File: config.mk
export PLATFORM = sky130hd
export DESIGN_NAME = peakHistogramTop
export DESIGN_NICKNAME = d
export VERILOG_FILES = /design/src/rtl/histoSizesPkg.sv /design/src/rtl/histoTypesPkg.sv /design/src/rtl/sampleSequencer.sv /design/src/rtl/peakWindowRegs.sv /design/src/rtl/binMapper.sv /design/src/rtl/histogramRam.sv /design/src/rtl/peakTracker.sv /design/src/rtl/peakHistogramTop.sv
export SDC_FILE = /design/constraint.sdc
export NUM_CORES = 1
export LEC_CHECK = 0
export BUFFER_PORTS_ARGS = -buffer_cell sky130_fd_sc_hd__buf_2
export CAP_MARGIN = 10
export CORE_ASPECT_RATIO = 2
export CORE_UTILIZATION = 35
export DETAILED_ROUTE_END_ITERATION = 10
export PLACE_DENSITY = 0.52
export SYNTH_ARGS = -nofsm -noshare
export SYNTH_HDL_FRONTEND = slang
export SYNTH_SLANG_ARGS = --single-unit
File: constraint.sdc
create_clock -name clk -period 13 [get_ports clk]
set_input_delay 3.25 -clock clk [delete_from_list [all_inputs] [get_ports clk]]
set_output_delay 3.25 -clock clk [all_outputs]
set_load 0.01 [all_outputs]
File: src/rtl/histoSizesPkg.sv
package histoSizesPkg;

    // raw sample from the front end
    parameter int SAMPLE_W = 6;

    // coarse bin index, top bits of a sample
    parameter int BIN_W = 3;
    parameter int BINS_PER_PIXEL = 8;

    // pixels in one acquisition
    parameter int PIXEL_NUM = 2;
    parameter int PIXEL_W = 1;

    // width of one bin counter
    parameter int COUNT_W = 8;

    // defaults for the sequencer parameters
    // the top level may override both
    parameter int SAMPLES_PER_PIXEL_DEF = 2;
    parameter int ACQ_PER_PASS_DEF = 2;

endpackage

File: src/rtl/histoTypesPkg.sv
package histoTypesPkg;

    // one strobed sample with its place in the pass
    typedef struct packed {
        logic [histoSizesPkg::PIXEL_W-1:0] pixel;
        logic fine;
        logic last;
        logic [histoSizesPkg::SAMPLE_W-1:0] raw;
    } sampleTag_t;

    // request to bump one bin of one pixel
    typedef struct packed {
        logic [histoSizesPkg::PIXEL_W-1:0] pixel;
        logic [histoSizesPkg::BIN_W-1:0] bin;
        logic last;
        logic fine;
    } binReq_t;

    // updated count of a bin
    typedef struct packed {
        logic [histoSizesPkg::PIXEL_W-1:0] pixel;
        logic [histoSizesPkg::BIN_W-1:0] bin;
        logic [histoSizesPkg::COUNT_W-1:0] count;
        logic fine;
    } binCount_t;

    // lower window edge, one per pixel
    typedef logic [histoSizesPkg::PIXEL_NUM-1:0][histoSizesPkg::SAMPLE_W-1:0] windowLow_t;

endpackage

File: src/rtl/sampleSequencer.sv
`timescale 1ns/10ps

module sampleSequencer #(
    parameter int unsigned samplesPerPixel = histoSizesPkg::SAMPLES_PER_PIXEL_DEF,
    parameter int unsigned acqPerPass = histoSizesPkg::ACQ_PER_PASS_DEF
) (
    input  logic clk,
    input  logic combin_res,
    input  logic wrEn,
    input  logic [histoSizesPkg::SAMPLE_W-1:0] sample,
    output histoTypesPkg::sampleTag_t tag,
    output logic tagValid
);
    import histoSizesPkg::*;

    // a single-entry counter still needs one bit
    localparam int sampleCntW = (samplesPerPixel > 1) ? $clog2(samplesPerPixel) : 1;
    localparam int acqCntW = (acqPerPass > 1) ? $clog2(acqPerPass) : 1;

    logic [sampleCntW-1:0] sampleCnt;
    logic [PIXEL_W-1:0] pixelCnt;
    logic [acqCntW-1:0] acqCnt;
    logic passFlag;
    logic lastSample;
    logic lastPixel;
    logic lastAcq;
    logic lastOfPass;

    // wrap points of the three nested counters
    assign lastSample = (sampleCnt == sampleCntW'(samplesPerPixel - 1));
    assign lastPixel = (pixelCnt == PIXEL_W'(PIXEL_NUM - 1));
    assign lastAcq = (acqCnt == acqCntW'(acqPerPass - 1));
    assign lastOfPass = lastSample && lastPixel && lastAcq;

    always_ff @(posedge clk or negedge combin_res) begin
        if (!combin_res) begin
            sampleCnt <= '0;
            pixelCnt <= '0;
            acqCnt <= '0;
            passFlag <= 1'b0;
            tag <= '0;
            tagValid <= 1'b0;
        end else begin
            tagValid <= wrEn;
            // payload follows every cycle so the pass flag reaches the output
            // even while no samples arrive
            tag.pixel <= pixelCnt;
            tag.fine <= passFlag;
            tag.last <= wrEn && lastOfPass;
            tag.raw <= sample;
            if (wrEn) begin
                if (lastSample) begin
                    sampleCnt <= '0;
                    if (lastPixel) begin
                        pixelCnt <= '0;
                        if (lastAcq) begin
                            acqCnt <= '0;
                            // coarse and fine passes alternate
                            passFlag <= ~passFlag;
                        end else begin
                            acqCnt <= acqCnt + 1'b1;
                        end
                    end else begin
                        pixelCnt <= pixelCnt + 1'b1;
                    end
                end else begin
                    sampleCnt <= sampleCnt + 1'b1;
                end
            end
        end
    end

    // host keeps quiet until the pass clear and the window latch are through
    quietAfterPass: assert property (
        @(posedge clk) disable iff (!combin_res)
        (tagValid && tag.last) |-> !wrEn [*3]
    );

endmodule

File: src/rtl/peakWindowRegs.sv
`timescale 1ns/10ps

module peakWindowRegs (
    input  logic clk,
    input  logic combin_res,
    input  logic [histoSizesPkg::PIXEL_NUM-1:0][histoSizesPkg::BIN_W-1:0] peakBins,
    input  logic peakDone,
    output histoTypesPkg::windowLow_t windowLow
);
    import histoSizesPkg::*;
    import histoTypesPkg::*;

    // window spans one coarse bin, centred on the peak bin's lower edge
    localparam int halfWin = BINS_PER_PIXEL / 2;
    localparam int maxLow = (1 << SAMPLE_W) - BINS_PER_PIXEL;
    localparam int shiftW = SAMPLE_W - BIN_W;

    logic [SAMPLE_W-1:0] center [PIXEL_NUM];
    windowLow_t lowNext;

    always_comb begin
        for (int p = 0; p < PIXEL_NUM; p++) begin
            // peak bin back into sample units
            center[p] = SAMPLE_W'(peakBins[p]) << shiftW;
            if (center[p] < SAMPLE_W'(halfWin)) begin
                // peak near zero, pin the window to the bottom
                lowNext[p] = '0;
            end else if ((center[p] - SAMPLE_W'(halfWin)) > SAMPLE_W'(maxLow)) begin
                // would run past full scale
                lowNext[p] = SAMPLE_W'(maxLow);
            end else begin
                lowNext[p] = center[p] - SAMPLE_W'(halfWin);
            end
        end
    end

    // edges hold for the whole fine pass
    always_ff @(posedge clk or negedge combin_res) begin
        if (!combin_res) begin
            windowLow <= '0;
        end else if (peakDone) begin
            windowLow <= lowNext;
        end
    end

endmodule

File: src/rtl/binMapper.sv
`timescale 1ns/10ps

module binMapper (
    input  logic clk,
    input  logic combin_res,
    input  histoTypesPkg::sampleTag_t tag,
    input  logic tagValid,
    input  histoTypesPkg::windowLow_t windowLow,
    output histoTypesPkg::binReq_t req,
    output logic reqValid
);
    import histoSizesPkg::*;

    logic [SAMPLE_W-1:0] low;
    logic [SAMPLE_W-1:0] offset;
    logic [BIN_W-1:0] binNext;

    always_comb begin
        low = windowLow[tag.pixel];
        // distance from the lower edge
        offset = tag.raw - low;
        if (!tag.fine) begin
            // coarse, top bits only
            binNext = tag.raw[SAMPLE_W-1 -: BIN_W];
        end else if ((tag.raw >= low) && (offset < SAMPLE_W'(BINS_PER_PIXEL))) begin
            binNext = offset[BIN_W-1:0];
        end else begin
            // outside the window, lumped into bin 0
            binNext = '0;
        end
    end

    always_ff @(posedge clk or negedge combin_res) begin
        if (!combin_res) begin
            req <= '0;
            reqValid <= 1'b0;
        end else begin
            reqValid <= tagValid;
            req.pixel <= tag.pixel;
            req.bin <= binNext;
            req.last <= tagValid && tag.last;
            req.fine <= tag.fine;
        end
    end

endmodule

File: src/rtl/histogramRam.sv
`timescale 1ns/10ps

module histogramRam (
    input  logic clk,
    input  logic combin_res,
    input  histoTypesPkg::binReq_t req,
    input  logic reqValid,
    output histoTypesPkg::binCount_t result,
    output logic countValid,
    output logic passDone
);
    import histoSizesPkg::*;

    localparam int depth = PIXEL_NUM * BINS_PER_PIXEL;

    // counters of all pixels, pixel index in the upper address bits
    logic [COUNT_W-1:0] mem [depth];
    // set on first touch, a cleared flag reads as count 0
    logic [depth-1:0] binValid;
    logic [PIXEL_W+BIN_W-1:0] addr;
    logic [COUNT_W-1:0] curCount;

    assign addr = {req.pixel, req.bin};

    // stale contents hidden until the bin is written again
    assign curCount = binValid[addr] ? mem[addr] : '0;

    assign result = '{
        pixel: req.pixel,
        bin: req.bin,
        count: curCount + COUNT_W'(1),
        fine: req.fine
    };
    assign countValid = reqValid;
    assign passDone = reqValid && req.last;

    // read-modify-write within one cycle
    // the next request always sees the updated value
    always_ff @(posedge clk) begin
        if (reqValid) begin
            mem[addr] <= result.count;
        end
    end

    always_ff @(posedge clk or negedge combin_res) begin
        if (!combin_res) begin
            binValid <= '0;
        end else if (passDone) begin
            // lazy clear, whole histogram restarts from zero
            binValid <= '0;
        end else if (reqValid) begin
            binValid[addr] <= 1'b1;
        end
    end

    // pass length must fit the counter width
    noCountWrap: assert property (
        @(posedge clk) disable iff (!combin_res)
        reqValid |-> (curCount != {COUNT_W{1'b1}})
    );

endmodule

File: src/rtl/peakTracker.sv
`timescale 1ns/10ps

module peakTracker (
    input  logic clk,
    input  logic combin_res,
    input  histoTypesPkg::binCount_t result,
    input  logic countValid,
    input  logic passDone,
    output logic [histoSizesPkg::PIXEL_NUM-1:0][histoSizesPkg::BIN_W-1:0] peakBins,
    output logic peakDone
);
    import histoSizesPkg::*;

    // highest count seen so far per pixel
    logic [COUNT_W-1:0] recentMax [PIXEL_NUM];
    logic coarseHit;

    // only the coarse pass picks the peak
    assign coarseHit = countValid && !result.fine;

    always_ff @(posedge clk or negedge combin_res) begin
        if (!combin_res) begin
            peakDone <= 1'b0;
            peakBins <= '0;
            for (int p = 0; p < PIXEL_NUM; p++) begin
                recentMax[p] <= '0;
            end
        end else begin
            // one cycle after the coarse pass closes
            peakDone <= passDone && !result.fine;
            if (peakDone) begin
                // peak bins stay, maxima restart for the next coarse pass
                for (int p = 0; p < PIXEL_NUM; p++) begin
                    recentMax[p] <= '0;
                end
            end else if (coarseHit && (result.count > recentMax[result.pixel])) begin
                // strictly greater, first bin to reach a count wins ties
                recentMax[result.pixel] <= result.count;
                peakBins[result.pixel] <= result.bin;
            end
        end
    end

    // host gap keeps counts away from the clearing cycle
    noCountOnClear: assert property (
        @(posedge clk) disable iff (!combin_res)
        peakDone |-> !countValid
    );

endmodule

File: src/rtl/peakHistogramTop.sv
`timescale 1ns/10ps

module peakHistogramTop #(
    parameter int unsigned samplesPerPixel = histoSizesPkg::SAMPLES_PER_PIXEL_DEF,
    parameter int unsigned acqPerPass = histoSizesPkg::ACQ_PER_PASS_DEF
) (
    input  logic clk,
    input  logic combin_res,
    input  logic wrEn,
    input  logic [histoSizesPkg::SAMPLE_W-1:0] sample,
    output histoTypesPkg::binCount_t result,
    output logic countValid,
    output logic passFine,
    output logic [histoSizesPkg::PIXEL_NUM-1:0][histoSizesPkg::BIN_W-1:0] peakBins,
    output logic peakDone,
    output logic passDone
);
    import histoTypesPkg::*;

    sampleTag_t tag;
    logic tagValid;
    binReq_t req;
    logic reqValid;
    windowLow_t windowLow;

    // pass of the newest result, flips right after passDone
    assign passFine = result.fine;

    sampleSequencer #(
        .samplesPerPixel(samplesPerPixel),
        .acqPerPass(acqPerPass)
    ) sampleSequencer_inst (
        .clk(clk),
        .combin_res(combin_res),
        .wrEn(wrEn),
        .sample(sample),
        .tag(tag),
        .tagValid(tagValid)
    );

    binMapper binMapper_inst (
        .clk(clk),
        .combin_res(combin_res),
        .tag(tag),
        .tagValid(tagValid),
        .windowLow(windowLow),
        .req(req),
        .reqValid(reqValid)
    );

    histogramRam histogramRam_inst (
        .clk(clk),
        .combin_res(combin_res),
        .req(req),
        .reqValid(reqValid),
        .result(result),
        .countValid(countValid),
        .passDone(passDone)
    );

    peakTracker peakTracker_inst (
        .clk(clk),
        .combin_res(combin_res),
        .result(result),
        .countValid(countValid),
        .passDone(passDone),
        .peakBins(peakBins),
        .peakDone(peakDone)
    );

    peakWindowRegs peakWindowRegs_inst (
        .clk(clk),
        .combin_res(combin_res),
        .peakBins(peakBins),
        .peakDone(peakDone),
        .windowLow(windowLow)
    );

endmodule

======== Yosys cells after proc, flatten, opt, wreduce, memory -nomap -nowiden ========
Memory sizes are Yosys's and may differ from the RTL's.
Cells that the tools add are included.
word-level totals
  flip-flop bits (word level) ............. 72
  bits in writable memories ............... 128
  output and inout port bits .............. 23
  logic and storage cells ................. 98
  memories ................................ 1
memory list
  memory                 words  bits a word  read ports  clocked after memory_dff  wr ports  RTL line            text
  histogramRam_inst.mem  16     8            1           0                         1         histogramRam.sv:17  logic [COUNT_W-1:0] mem [depth];
operators by class
  $add $sub $neg .......................... 7
  $lt $le $gt $ge ......................... 14
  muxes and demuxes ....................... 31
  bitwise operators ....................... 4
  reduce and logical (&&, ||, !) cells .... 19
operators by type and width
  kind                                                                                  count
  16-bit 2-to-1 mux                                                                     4
  8-bit 2-to-1 mux                                                                      5
  6-bit 2-to-1 mux                                                                      6
  16-bit bitwise mux                                                                    1
  16-bit bitwise OR                                                                     1
  6-bit > comparator (second input constant)                                            2
  1-bit logical AND                                                                     12
  6-bit by 3-bit < comparator with 1-bit output (second input constant)                 2
  6-bit by 3-bit subtractor with 6-bit output (second input constant)                   2
  3-bit 2-to-1 mux                                                                      3
  8-bit by 1-bit adder with 8-bit output (second input constant)                        1
  8-bit demux with 1-bit select                                                         1
  8-bit > comparator                                                                    1
  1-bit 2-to-1 mux                                                                      7
  6-bit bitwise mux                                                                     1
  6-bit greater-or-equal comparator                                                     1
  6-bit by 4-bit < comparator with 1-bit output (second input constant)                 1
  6-bit subtractor                                                                      1
  4-bit by 5-bit < comparator with 1-bit output (second input constant)                 1
  1-bit binary-select mux with 4-bit select                                             1
  1-bit demux with 4-bit select                                                         1
  4-bit by 1-bit greater-or-equal comparator with 1-bit output (second input constant)  1
  1-bit by 2-bit < comparator with 1-bit output (second input constant)                 2
  2-bit AND reduction                                                                   2
  other kinds (11)                                                                      15

======== Longest topological paths before layout ========
  depth in word-level cells ............... 8
  depth in mapped cells ................... 20

======== By module ========
A second synthesis with hierarchy kept.
unflattened totals
  cells, all modules ...................... 549
  area, all modules ....................... 8525.7 µm²
modules (own cells, without submodules)
  module            times used  cells each  area each (µm²)  seq. area each (µm²)
  histogramRam      1           311         5810.6           4244.1
  peakTracker       1           120         1326.3           575.6
  binMapper         1           46          499.2            175.2
  peakWindowRegs    1           50          469.2            200.2
  sampleSequencer   1           21          412.9            350.3
  peakHistogramTop  1           1           7.5              0.0

======== Worst setup path after synthesis ========
No wires, ideal clock.
  path type ............................... reg-to-output
  start ................................... register binMapper_inst.req[2] (netlist name)
  end ..................................... output result[7] (netlist bit)
  arrival time ............................ 3.158 ns
  data required time ...................... 9.750 ns
  setup slack ............................. 6.592 ns
  cell stages (with the launch flop) ...... 13
  buffers on the path ..................... 3
  path through ............................ dfrtp_1 > buf_6 > buf_12 > buf_2 > mux4_2 > a22oi_1 > nand2_1 > nand2_1 > inv_1 > ha_1 > nand2_1 > nor2_1 > xnor2_1
RTL lines
  element    RTL line                text
  to (decl)  peakHistogramTop.sv:11  output histoTypesPkg::binCount_t result,

==> run metrics <==
Rows=slightly below 80; worst slew pin tran=1.095 ns; Required @ worst endpoint=9.75 ns; Starting DRT DRC Count=267; Cell Area, Synth=8259 sq um; first-pass GRT wire length=30090 um; flops & latches, synth=196; final setup fails=0; Post-synth EDFFs=128; HP Class=reg -> reg; die extent in x=110.6 um; CP startpoint kind=flop; vias=4657; fillers=2129; final WL=20000 um; CTS tree=done; share of post-route cells with drive strength above 1=19.21%; adder-cell share of the synthesized area=2.515%; register area share after synthesis=67.14%; Die H=219.2 um; top cells by area, synth=edfxtp_1 47%, dfrtp_1 21%, mux4_2 5.5%; die area=~24000 sq um; fmax=128.3 MHz; worst path bufs/invs=4; area leader, netlist=edfxtp_1; hold_buf cts=0; number of global-route vias before repair=4936; fin crit share=59.96%; Reg area=5547 sq um; largest net degree at the start of global routing=69; Leakage=3.525 nW; Clock Pin Slew Worst Setup and Hold Paths=roughly 0.07 ns; post-synthesis simple-gate area fraction=8.438%; Final ANT Viol Nets=0; power per cell area=~280 nW/um^2; gr ovfl total=0; status=finished clean; synth unique cells=49; Post-synth ARST share=a little over a third; WP data arrival=4.54 ns; drt pass-1 iters=5; Final Hold Vio Count=0; Buffers on Ports=31; final RePlAce weighted congestion=0.9143; H-tree lvl count=4; area share of xor/xnor cells in the synthesized design=1.060%; GRT Overall Usage=17.22%; Remaining DRCs=0; Post-Synthesis Cells=approximately 530; Antenna Diode Count=0; DR vias/cell=5.378; area occupied by multi-input gates=approximately 2500 sq um; core area=23230 sq um; Post-CTS Setup Inserts=0; CP max stage cell=mux4_2; Crit path max-delay family=buffers and inverters; Syn Nets=550; Clock Root Buffer=clkbuf_16; post-synthesis compound-gate area fraction=4.939%; TritonCTS Buffers=17; drt wl/cell=~23 um; minimum clock period=7.794 ns; PostCTS Resize Cnt=0; HPWL Detailed=between 10000 and 15000 um; setup TNS=0 ns; area delta synth->final=13.42%; TritonCTS Sinks=between 150 and 200; syn_area_per_cell=roughly 16 sq um; fin. max-slew vios=0; top cells by count, synth=128 x edfxtp_1, 68 x dfrtp_1, 61 x nor2_1; dpl cell area=8765 sq um; # IOs=32; worst clock skew=0.01187 ns; post-synthesis mux area share=between 10% and 20%; Crit. End Element=output port; design area=9368 sq um; clock latency on the worst-skew pair=around 0.44 ns; Most used DFF post-synth=edfxtp_1; initial antenna violation count=0; final core area utilization=40.33%; Max-Cap Viols=0; RSZ-0062 raised after global routing=false; top-count cell post-synth=edfxtp_1; Rel. slew slack=26.73%; Nets=595; largest family of logic cells by synthesized area=multiplexers; Longest Clk Path Bufs=2; Max stage delay on crit path=0.60 ns; initial core utilization=between 30% and 40%; path type of the worst setup path=reg -> out; critical path peak fanout=43; maximum vdd ir drop=between 0.0001 and 0.00015 V; crit path cell chain=buf_4, mux4_2, a22oi_1, nand2_1, nand2_1, inv_1, ha_1, xor2_1, inv_1, buf_2; post-synth top area share=a little under half; YS warnings=0
## state kept, by name (all words and copies together) (netlist names), 6 cells and up
register / count
peakWindowRegs_inst.windowLow: 8
histogramRam_inst.mem: 128
histogramRam_inst.binValid: 16
peakTracker_inst.recentMax: 16
sampleSequencer_inst.tag: 9
peakTracker_inst.peakBins: 6
binMapper_inst.req: 6
## power breakdown
part           internal, mW  switching, mW  leakage (nW)
Combinational         0.383          0.676          1.24
Clock                 0.309          0.227         0.279
Sequential            0.958         0.0789          2.01
Total                  1.65          0.982          3.53
## metal layers
layer / vias up / GRT usage [%] / routed length (um)
met5: - / 0 / 0
met4: 0 / 7.644 / 621
met3: 34 / 2.900 / 569
met2: 123 / 34.39 / 11710
met1: 2401 / 17.00 / 7107
li1: 2099 / - / -
## layout by cell type, fill, tap and decap left out, types with 16 or more instances in the layout
master,count
a22oi_1,16
dfrtp_1,67
nand2_1,36
nor2_1,61
buf_2,31
mux4_1,17
edfxtp_1,128
mux4_2,20
clkbuf_16,17
buf_4,22
## worst paths after layout
kind                                               start                              to  slack [ns]  depth (start not counted)
max in group asynchronous                     combin_res           binMapper_inst.req[2]        9.43                          2
max                                binMapper_inst.req[2]                       result[3]        5.21                         10
max reg2reg                        binMapper_inst.req[2]   peakTracker_inst.recentMax[6]        6.84                         18
min in group asynchronous                     combin_res  peakTracker_inst.recentMax[13]        3.00                          2
min reg2reg                sampleSequencer_inst.tagValid         binMapper_inst.reqValid        0.37                          0
min                        sampleSequencer_inst.tagValid         binMapper_inst.reqValid        0.37                          0
## per-stage QoR
stage / hold slack, ns / power, mW / instances / worst slack, ns
4_1_cts: 0.3779 / 2.656 / 866 / 5.126
3_3_place_gp: 0.3528 / 2.087 / 834 / 5.696
6_report: 0.3720 / 2.631 / 866 / 5.206
5_1_grt: 0.3822 / 2.777 / 866 / 4.794
2_1_floorplan: 0.3467 / 1.730 / 525 / 6.592
3_5_place_dp: 0.3628 / 2.121 / 834 / 5.598
## kinds of logic after synthesis
logic type,Yosys count
simple gates,148
buf+inv,42
compound gates,58
flops,196
xor+xnor,10
fa+ha+maj,16
mux,55
## cell type report
class,count,share of cell area (%)
sequential,196,59.21
multi-input combinational,287,26.55
clock buffer,21,4.808
tap,283,3.780
inverter,15,0.6010
clock inverter,11,1.629
timing repair buffer,53,3.419
## worst reg2reg max path: stages (launching register included)
cell and delay, ns:
dfrtp_2 0.34, buf_4 0.58, mux4_2 0.68, a22oi_1 0.24, nand2_1 0.41, nand2_1 0.56, inv_1 0.18, ha_1 0.29
nand2_1 0.12, nor2_1 0.08, xnor2_1 0.15, buf_4 0.25, ha_1 0.28, nand3_1 0.16, nor3_1 0.07, nor3b_1 0.51
nand4b_1 0.45, or4b_1 0.59, o211ai_1 0.12
(Power assumes the default switching activity.)
